--- src/rtl/mpmem_params.svh ---
`ifndef MPMEM_PARAMS_SVH
`define MPMEM_PARAMS_SVH

// port counts
`define MPM_NUM_WRPT 4
`define MPM_NUM_RDPT 4

// bank and row geometry
`define MPM_NUM_BANK 4
`define MPM_BIT_BANK 2
`define MPM_NUM_ROW  16
`define MPM_BIT_ROW  4

`define MPM_WIDTH    16
`define MPM_BIT_ADR  (`MPM_BIT_BANK + `MPM_BIT_ROW)

// wishbone word addresses
`define MPM_REG_STATUS 2'd0
`define MPM_REG_WRCNT  2'd1
`define MPM_REG_RDCNT  2'd2
`define MPM_REG_FIRST  2'd3

`endif

--- src/rtl/mpmem_pkg.sv ---
`default_nettype none

`include "mpmem_params.svh"

package mpmem_pkg;

  typedef logic [`MPM_BIT_BANK-1:0] mpmem_bank_t;
  typedef logic [`MPM_BIT_ROW-1:0] mpmem_row_t;
  typedef logic [$clog2(`MPM_NUM_WRPT)-1:0] port_idx_t;

  typedef struct packed {
    mpmem_bank_t bank; // upper bits pick the bank
    mpmem_row_t  row;
  } mpmem_loc_t;

  // flat at the top ports, bank/row inside
  typedef union packed {
    logic [`MPM_BIT_ADR-1:0] word;
    mpmem_loc_t              loc;
  } mpmem_adr_u;

  typedef struct packed {
    logic        kind;   // 1 read, 0 write
    port_idx_t   winner;
    port_idx_t   loser;
    mpmem_bank_t bank;
    logic        valid;
    logic        spare;  // always 0
  } conflict_rec_t;

  typedef logic [1:0] csr_idx_t;

endpackage

`default_nettype wire

--- src/rtl/bank_req_if.sv ---
`default_nettype none

`include "mpmem_params.svh"

interface bank_req_if import mpmem_pkg::*; ();

  logic                  we;
  mpmem_row_t            wrow;
  logic [`MPM_WIDTH-1:0] wdata;
  logic                  re;
  mpmem_row_t            rrow;
  logic [`MPM_WIDTH-1:0] rdata; // back from the bank

  modport resolver (
    output we, wrow, wdata, re, rrow,
    input  rdata
  );

  modport bank (
    input  we, wrow, wdata, re, rrow,
    output rdata
  );

endinterface

`default_nettype wire

--- src/rtl/conflict_csr_wb.sv ---
`default_nettype none

`include "mpmem_params.svh"

module conflict_csr_wb import mpmem_pkg::*; (
  input  logic          clk,
  input  logic          rst_n,
  input  logic          wb_cyc,
  input  logic          wb_stb,
  input  logic          wb_we,
  input  csr_idx_t      wb_adr,
  input  logic [31:0]   wb_dat_i,
  output logic [31:0]   wb_dat_o,
  output logic          wb_ack,
  input  logic          wr_conflict,
  input  logic          rd_conflict,
  input  logic [15:0]   wr_cnt,
  input  logic [15:0]   rd_cnt,
  input  conflict_rec_t first_rec,
  output logic          clr_wr,
  output logic          clr_rd
);

  logic req;
  logic status_wr;
  logic [31:0] rd_word;

  assign req = wb_cyc && wb_stb && !wb_ack; // one access per strobe
  assign status_wr = req && wb_we && wb_adr == `MPM_REG_STATUS;

  // write one to clear
  assign clr_wr = status_wr && wb_dat_i[0];
  assign clr_rd = status_wr && wb_dat_i[1];

  always_comb begin
    case (wb_adr)
      `MPM_REG_STATUS: rd_word = {30'd0, rd_conflict, wr_conflict};
      `MPM_REG_WRCNT:  rd_word = {16'd0, wr_cnt};
      `MPM_REG_RDCNT:  rd_word = {16'd0, rd_cnt};
      default:         rd_word = 32'(first_rec);
    endcase
  end

  always_ff @(posedge clk) begin
    if (!rst_n) begin
      wb_ack <= 1'b0;
    end else begin
      wb_ack <= req;
    end
  end

  // state as seen in the strobe cycle
  always_ff @(posedge clk) begin
    if (req && !wb_we) wb_dat_o <= rd_word;
  end

endmodule

`default_nettype wire

--- src/rtl/mem_bank.sv ---
`default_nettype none

`include "mpmem_params.svh"

module mem_bank import mpmem_pkg::*; (
  input  logic     clk,
  input  logic     rst_n,
  bank_req_if.bank req,
  output logic     init_done
);

  logic [`MPM_WIDTH-1:0] mem [`MPM_NUM_ROW];
  mpmem_row_t            clr_ptr;

  // walk every row once after reset
  always_ff @(posedge clk) begin
    if (!rst_n) begin
      clr_ptr <= '0;
      init_done <= 1'b0;
    end else if (!init_done) begin
      clr_ptr <= clr_ptr + 1'b1;
      if (clr_ptr == mpmem_row_t'(`MPM_NUM_ROW - 1)) init_done <= 1'b1;
    end
  end

  always_ff @(posedge clk) begin
    if (!init_done) begin
      mem[clr_ptr] <= '0;
    end else if (req.we) begin
      mem[req.wrow] <= req.wdata;
    end
  end

  // same-row write in this cycle is not visible yet
  always_ff @(posedge clk) begin
    if (init_done && req.re) req.rdata <= mem[req.rrow];
  end

endmodule

`default_nettype wire

--- src/rtl/mpmem_top.sv ---
`default_nettype none

`include "mpmem_params.svh"

module mpmem_top import mpmem_pkg::*; (
  input  logic                                  clk,
  input  logic                                  rst_n,
  output logic                                  ready,
  input  logic [`MPM_NUM_WRPT-1:0]              write,
  input  logic [`MPM_NUM_WRPT*`MPM_BIT_ADR-1:0] wr_adr,
  input  logic [`MPM_NUM_WRPT*`MPM_WIDTH-1:0]   din,
  input  logic [`MPM_NUM_RDPT-1:0]              read,
  input  logic [`MPM_NUM_RDPT*`MPM_BIT_ADR-1:0] rd_adr,
  output logic [`MPM_NUM_RDPT*`MPM_WIDTH-1:0]   rd_dout,
  output logic [`MPM_NUM_RDPT-1:0]              rd_vld,
  input  logic                                  wb_cyc,
  input  logic                                  wb_stb,
  input  logic                                  wb_we,
  input  logic [1:0]                            wb_adr,
  input  logic [31:0]                           wb_dat_i,
  output logic [31:0]                           wb_dat_o,
  output logic                                  wb_ack
);

  mpmem_adr_u                wr_adr_u [`MPM_NUM_WRPT];
  logic [`MPM_WIDTH-1:0]     din_a [`MPM_NUM_WRPT];
  mpmem_adr_u                rd_adr_u [`MPM_NUM_RDPT];
  logic [`MPM_NUM_RDPT-1:0]  rd_gnt, rd_gnt_q, rd_hit;
  port_idx_t                 rd_src [`MPM_NUM_BANK];
  port_idx_t                 rd_src_q [`MPM_NUM_BANK];
  mpmem_bank_t               rd_bank_q [`MPM_NUM_RDPT];
  logic [`MPM_WIDTH-1:0]     bank_rdata [`MPM_NUM_BANK];
  logic [`MPM_NUM_BANK-1:0]  init_done;
  logic                      wr_conflict, rd_conflict;
  logic                      clr_wr, clr_rd;
  logic [15:0]               wr_cnt, rd_cnt;
  conflict_rec_t             first_rec;

  bank_req_if bank_if [`MPM_NUM_BANK] ();

  for (genvar i = 0; i < `MPM_NUM_WRPT; i++) begin : g_wrpt
    assign wr_adr_u[i].word = wr_adr[i*`MPM_BIT_ADR +: `MPM_BIT_ADR];
    assign din_a[i] = din[i*`MPM_WIDTH +: `MPM_WIDTH];
  end

  for (genvar i = 0; i < `MPM_NUM_RDPT; i++) begin : g_rdpt
    assign rd_adr_u[i].word = rd_adr[i*`MPM_BIT_ADR +: `MPM_BIT_ADR];
  end

  port_conflict_resolver u_resolver (
    .clk, .rst_n, .ready, .write,
    .wr_adr(wr_adr_u), .din(din_a), .read, .rd_adr(rd_adr_u),
    .bank(bank_if), .rd_gnt, .rd_src,
    .wr_conflict, .rd_conflict, .wr_cnt, .rd_cnt, .first_rec,
    .clr_wr, .clr_rd
  );

  for (genvar b = 0; b < `MPM_NUM_BANK; b++) begin : g_bank
    mem_bank u_bank (
      .clk, .rst_n,
      .req(bank_if[b]),
      .init_done(init_done[b])
    );
    assign bank_rdata[b] = bank_if[b].rdata;
  end

  assign ready = &init_done;

  conflict_csr_wb u_csr (
    .clk, .rst_n, .wb_cyc, .wb_stb, .wb_we,
    .wb_adr(csr_idx_t'(wb_adr)), .wb_dat_i, .wb_dat_o, .wb_ack,
    .wr_conflict, .rd_conflict, .wr_cnt, .rd_cnt, .first_rec,
    .clr_wr, .clr_rd
  );

  always_ff @(posedge clk) begin
    if (!rst_n) rd_gnt_q <= '0;
    else rd_gnt_q <= rd_gnt;
  end

  // routing follows the bank read by one cycle
  always_ff @(posedge clk) begin
    for (int p = 0; p < `MPM_NUM_RDPT; p++) rd_bank_q[p] <= rd_adr_u[p].loc.bank;
    for (int b = 0; b < `MPM_NUM_BANK; b++) rd_src_q[b] <= rd_src[b];
  end

  always_comb begin
    for (int p = 0; p < `MPM_NUM_RDPT; p++) begin
      rd_hit[p] = rd_gnt_q[p] && rd_src_q[rd_bank_q[p]] == port_idx_t'(p);
      rd_vld[p] = rd_hit[p];
      rd_dout[p*`MPM_WIDTH +: `MPM_WIDTH] = rd_hit[p] ? bank_rdata[rd_bank_q[p]] : '0;
    end
  end

endmodule

`default_nettype wire

--- src/rtl/port_conflict_resolver.sv ---
`default_nettype none

`include "mpmem_params.svh"

module port_conflict_resolver import mpmem_pkg::*; (
  input  logic                    clk,
  input  logic                    rst_n,
  input  logic                    ready,
  input  logic [`MPM_NUM_WRPT-1:0] write,
  input  mpmem_adr_u              wr_adr [`MPM_NUM_WRPT],
  input  logic [`MPM_WIDTH-1:0]   din [`MPM_NUM_WRPT],
  input  logic [`MPM_NUM_RDPT-1:0] read,
  input  mpmem_adr_u              rd_adr [`MPM_NUM_RDPT],
  bank_req_if.resolver            bank [`MPM_NUM_BANK],
  output logic [`MPM_NUM_RDPT-1:0] rd_gnt,
  output port_idx_t               rd_src [`MPM_NUM_BANK],
  output logic                    wr_conflict,
  output logic                    rd_conflict,
  output logic [15:0]             wr_cnt,
  output logic [15:0]             rd_cnt,
  output conflict_rec_t           first_rec,
  input  logic                    clr_wr,
  input  logic                    clr_rd
);

  port_idx_t                wr_win [`MPM_NUM_BANK];
  port_idx_t                wr_lose [`MPM_NUM_BANK];
  port_idx_t                rd_win [`MPM_NUM_BANK];
  port_idx_t                rd_lose [`MPM_NUM_BANK];
  logic [`MPM_NUM_BANK-1:0] wr_any, wr_multi;
  logic [`MPM_NUM_BANK-1:0] rd_any, rd_multi;
  logic                     wr_ev, rd_ev;
  logic                     wr_left, rd_left;
  logic                     rec_armed;
  conflict_rec_t            rec_next;

  // lowest active port wins, second lowest is the reported loser
  always_comb begin
    for (int b = 0; b < `MPM_NUM_BANK; b++) begin
      wr_any[b] = 1'b0;
      wr_multi[b] = 1'b0;
      wr_win[b] = '0;
      wr_lose[b] = '0;
      for (int i = 0; i < `MPM_NUM_WRPT; i++) begin
        if (ready && write[i] && wr_adr[i].loc.bank == mpmem_bank_t'(b)) begin
          if (!wr_any[b]) begin
            wr_any[b] = 1'b1;
            wr_win[b] = port_idx_t'(i);
          end else if (!wr_multi[b]) begin
            wr_multi[b] = 1'b1;
            wr_lose[b] = port_idx_t'(i);
          end
        end
      end
      rd_any[b] = 1'b0;
      rd_multi[b] = 1'b0;
      rd_win[b] = '0;
      rd_lose[b] = '0;
      for (int i = 0; i < `MPM_NUM_RDPT; i++) begin
        if (ready && read[i] && rd_adr[i].loc.bank == mpmem_bank_t'(b)) begin
          if (!rd_any[b]) begin
            rd_any[b] = 1'b1;
            rd_win[b] = port_idx_t'(i);
          end else if (!rd_multi[b]) begin
            rd_multi[b] = 1'b1;
            rd_lose[b] = port_idx_t'(i);
          end
        end
      end
    end
  end

  always_comb begin
    for (int i = 0; i < `MPM_NUM_RDPT; i++) begin
      rd_gnt[i] = ready && read[i] && rd_win[rd_adr[i].loc.bank] == port_idx_t'(i);
    end
  end

  for (genvar g = 0; g < `MPM_NUM_BANK; g++) begin : g_bank
    assign bank[g].we    = wr_any[g];
    assign bank[g].wrow  = wr_adr[wr_win[g]].loc.row;
    assign bank[g].wdata = din[wr_win[g]];
    assign bank[g].re    = rd_any[g];
    assign bank[g].rrow  = rd_adr[rd_win[g]].loc.row;
    assign rd_src[g]     = rd_win[g];
  end

  assign wr_ev = |wr_multi;
  assign rd_ev = |rd_multi;

  // write side takes precedence, lowest bank first
  always_comb begin
    rec_next = '0;
    rec_next.valid = 1'b1;
    rec_next.kind = !wr_ev;
    for (int b = `MPM_NUM_BANK - 1; b >= 0; b--) begin
      if (wr_ev ? wr_multi[b] : rd_multi[b]) begin
        rec_next.bank = mpmem_bank_t'(b);
        rec_next.winner = wr_ev ? wr_win[b] : rd_win[b];
        rec_next.loser = wr_ev ? wr_lose[b] : rd_lose[b];
      end
    end
  end

  assign wr_left = wr_conflict && !clr_wr;
  assign rd_left = rd_conflict && !clr_rd;
  assign rec_armed = !first_rec.valid || (!wr_left && !rd_left);

  always_ff @(posedge clk) begin
    if (!rst_n) begin
      wr_conflict <= 1'b0;
      rd_conflict <= 1'b0;
      wr_cnt <= '0;
      rd_cnt <= '0;
      first_rec <= '0;
    end else begin
      wr_conflict <= wr_left || wr_ev;
      rd_conflict <= rd_left || rd_ev;
      if (clr_wr) wr_cnt <= {15'd0, wr_ev};
      else if (wr_ev && wr_cnt != 16'hffff) wr_cnt <= wr_cnt + 16'd1;
      if (clr_rd) rd_cnt <= {15'd0, rd_ev};
      else if (rd_ev && rd_cnt != 16'hffff) rd_cnt <= rd_cnt + 16'd1;
      if (rec_armed) first_rec <= (wr_ev || rd_ev) ? rec_next : '0;
    end
  end

endmodule

`default_nettype wire

--- config.mk ---
export PLATFORM = sky130hd
export DESIGN_NAME = mpmem_top
export DESIGN_NICKNAME = d
export VERILOG_FILES = /design/src/rtl/mpmem_pkg.sv /design/src/rtl/bank_req_if.sv /design/src/rtl/conflict_csr_wb.sv /design/src/rtl/mem_bank.sv /design/src/rtl/mpmem_top.sv /design/src/rtl/port_conflict_resolver.sv
export VERILOG_INCLUDE_DIRS = /design/src /design/src/rtl
export SDC_FILE = /design/constraint.sdc
export NUM_CORES = 2
export LEC_CHECK = 0
export BUFFER_PORTS_ARGS = -buffer_cell sky130_fd_sc_hd__buf_2
export CAP_MARGIN = 20
export CELL_PAD_IN_SITES_DETAIL_PLACEMENT = 1
export CELL_PAD_IN_SITES_GLOBAL_PLACEMENT = 1
export CORE_AREA = 2 2 313 315
export DETAILED_ROUTE_END_ITERATION = 8
export DIE_AREA = 0 0 315 317
export PLACE_DENSITY = 0.93
export SKIP_LAST_GASP = 1
export SLEW_MARGIN = 30
export SYNTH_ARGS = -nofsm -noshare
export SYNTH_HDL_FRONTEND = slang
export SYNTH_SLANG_ARGS = --single-unit
--- constraint.sdc ---
create_clock -name clk -period 16 [get_ports clk]
set_input_delay 1.6 -clock clk [delete_from_list [all_inputs] [get_ports clk]]
set_output_delay 1.6 -clock clk [all_outputs]
set_load 0.1 [all_outputs]
==> key figures <==
Status
  • Status: completed

Timing
  • Highest achievable clock rate: 132 MHz
  • Worst Hold Slack: 0.461 ns
  • Unrepaired setup endpoints after global routing: no
  • Setup TNS: 0 ns
  • Tmin final: 7.56 ns
  • Slew headroom: 0.229
  • Final Skew: 0.0419 ns
  • Worst-Margin Slew: 1.16 ns
  • Slew Viols, Final: 0
  • Final setup viols: 0
  • Hold Vio Cnt, Final: 0
  • Part of the cycle the worst path needs: 0.472

Place
  • Port-buffer cells: 214
  • DP Area: 56,300 um2
  • GP Congestion: 0.941
  • DP Wirelength: 117,000 um

Synthesis
  • Area leader, netlist: edfxtp_1
  • Unique masters post-synth: 92
  • Most frequent cell after synthesis: edfxtp_1
  • Yosys top cell area share: 0.618
  • Cells after Synth: 3,875
  • Syn_area_per_cell: 13.8 um2
  • Register area share after synthesis: 0.649
  • Synth cell count leaders: edfxtp_1, nand2_1, mux2i_1, a21oi_1, nor2_1
  • Post-synth EDFFs: 1,104
  • Main flop type after synthesis: edfxtp_1
  • Synthesized area: 53,600 um2
  • Syn. warnings: 0
  • Asr flop ratio synth: 0
  • Flop and latch count out of synthesis: 1,187
  • Largest cells by area after synthesis: edfxtp_1, mux4_2, mux2i_1

Cells and area
  • Register area: 34,800 um2
  • Layout cells sized above 1: 0.204
  • Final instance area: 60,300 um2
  • Multi-input logic area: 18,000 um2
  • Layout fillers: 8,949
  • Area Overhead vs Synth: 12.5%
  • Layout net count: 4,249

Clock tree
  • CTS max path bufs: 3
  • Clk pin slew, worst setup/hold paths: 0.07 ns
  • Worst-Skew Late Latency: 0.75 ns
  • CTS tree: yes
  • PostCTS Resize Cnt: 0
  • Setup bufs post-CTS: 0
  • Clock root cell: clkbuf_16
  • # H-tree levels: 3
  • Cts hold-fix bufs: 0
  • Clk sink count: 1,187
  • CTS Buf Count: 116

Drt
  • Uppermost layer routed: met5
  • Met2 wire length: 90,500 um
  • TritonRoute pass-1 iters: 6
  • Drc violations: 0
  • Met3 Wirelength: 27,700 um
  • Metal-1 WL: 64,200 um
  • Wirelength per Cell: 36.2 um
  • DR iter-0 viols: 5,802
  • Vias per cell: 7.15
  • DR vias: 38,932
  • Final WL: 197,000 um
  • Routed Antenna Nets: 0

Global route
  • Vias in the first global route: 40,526
  • Largest net degree at the start of global routing: 83
  • Total grt overflow: 0
  • Initial antenna violation count: 45
  • First-pass GRT wire length: 280,000 um
  • Total global-route track usage: 0.392

Floorplanning
  • Core area: 96,300 um2
  • Row count: 114
  • Initial Util: 0.557
  • Die area: 99,900 um2
  • IO Pins: 261
  • Chip Width: 315 um
  • Die height: 317 um

Setup path
  • Crit Path Class: reg2reg
  • Worst Setup Start Kind: flop
  • Critical path peak fanout: 61
  • Worst EP required: 16.41 ns
  • Crit path DAT: 7.96 ns
  • Crit path capture type: flop

Power and ir drop
  • Peak supply drop: 0.0000917 V
  • Cell area power density: 113 nW/um2
  • Pleak: 22.0 nW
  • Tot Pwr: 6.79 mW

Min path
  • Hold Crit Class: reg2reg

Flow run
  • Max-Cap Viols: 0
[final cells by class]
type / count / share of cell area
Tap cell: 1276 / 0.0265
Antenna cell: 12 / 0.000498
Inverter: 55 / 0.00346
Clock inverter: 80 / 0.0140
Timing Repair Buffer: 312 / 0.0303
Multi-Input combinational cell: 2386 / 0.298
Clock buffer: 139 / 0.0501
Sequential cell: 1187 / 0.577
[layer usage]
| layer | up-vias | GRT usage |
|---|---|---|
| li1 | 15315 | - |
| met1 | 19205 | 0.465 |
| met2 | 3427 | 0.611 |
| met3 | 917 | 0.132 |
| met4 | 68 | 0.261 |
| met5 | - | 0 |
[registers in the layout (all words and copies together) (netlist names)]
| register | cells |
|---|---|
| g_bank.u_bank.init_done | 4 |
| u_csr.wb_ack | 1 |
| u_resolver.first_rec | 8 |
| u_resolver.wr_cnt | 16 |
| g_bank.u_bank.req.rdata | 64 |
| u_resolver.wr_conflict | 1 |
| u_resolver.rd_cnt | 16 |
| g_bank.u_bank.clr_ptr | 16 |
| g_bank.u_bank.mem | 1024 |
| rd_gnt_q | 4 |
| rd_src_q | 8 |
| rd_bank_q | 8 |
| u_csr.wb_dat_o | 16 |
| u_resolver.rd_conflict | 1 |
[cell usage in the layout, fill, tap and decap left out, types with 72 or more instances in the layout]
cell | synthesis | layout
mux2i_1 | 261 | 256
buf_4 | 22 | 94
a211oi_1 | 79 | 79
o211ai_1 | 72 | 72
edfxtp_1 | 1104 | 1104
mux2_2 | 81 | 80
and3_1 | 72 | 72
nand3_1 | 158 | 158
clkbuf_16 | 0 | 117
buf_2 | 65 | 214
a21oi_1 | 184 | 181
mux4_2 | 134 | 133
dfxtp_1 | 83 | 81
nor2b_1 | 140 | 93
nand2_1 | 470 | 464
nor2_1 | 162 | 137
[stage by stage]
| stage | setup WS (ns) | utilization | instances |
|---|---|---|---|
| finish | 8.44 | 0.627 | 5447 |
| global placement | 8.44 | 0.583 | 5214 |
| CTS | 8.73 | 0.625 | 5435 |
| detailed placement | 8.87 | 0.585 | 5216 |
| global route | 8.20 | 0.626 | 5436 |
| floorplan | 9.97 | - | 3890 |
[worst paths after layout]
path,cells past startpoint,to,from,slack [ns]
worst max register to register,16,g_bank[1].u_bank.req.rdata[5]$_DFFE_PP_,g_bank[0].u_bank.init_done$_SDFF_PN0_,8.44
worst min-delay path,2,u_resolver.first_rec[4]$_SDFFE_PN0P_,u_resolver.first_rec[4]$_SDFFE_PN0P_,0.46
worst max-delay path,16,g_bank[1].u_bank.req.rdata[5]$_DFFE_PP_,g_bank[0].u_bank.init_done$_SDFF_PN0_,8.44
worst min register to register,2,u_resolver.first_rec[4]$_SDFFE_PN0P_,u_resolver.first_rec[4]$_SDFFE_PN0P_,0.46
[cell families after synthesis]
group | Yosys count | synth area share
AO/OA/AOI/OAI | 619 | 0.0793
XOR/XNOR | 37 | 0.00604
adder cells (fa/ha/maj) | 33 | 0.00765
buffers and inverters | 317 | 0.0260
flip-flops | 1187 | 0.649
multiplexers | 477 | 0.122
other | 1 | 0.0000699
AND/OR/NAND/NOR | 1204 | 0.109
[power breakdown]
group / internal [mW] / switching [mW]
clock network: 1.57 / 1.29
logic: 0.133 / 0.344
registers: 3.43 / 0.0318
[worst max-delay path, cell delays in order, from the launching register on]
cell and delay [ns]:
dfxtp_1 0.74, nand4_4 0.61, inv_2 0.69, nand2_1 0.22
or3_1 0.43, ha_1 0.26, and4b_1 0.19, a31oi_1 0.42
inv_1 0.41, mux2i_1 0.25, mux2i_4 0.20, buf_8 0.24
buf_4 0.66, buf_4 0.85, mux2_2 0.43, o211ai_1 0.20
nand4_1 0.30
No activity file was read; power rests on OpenSTA's default activity.
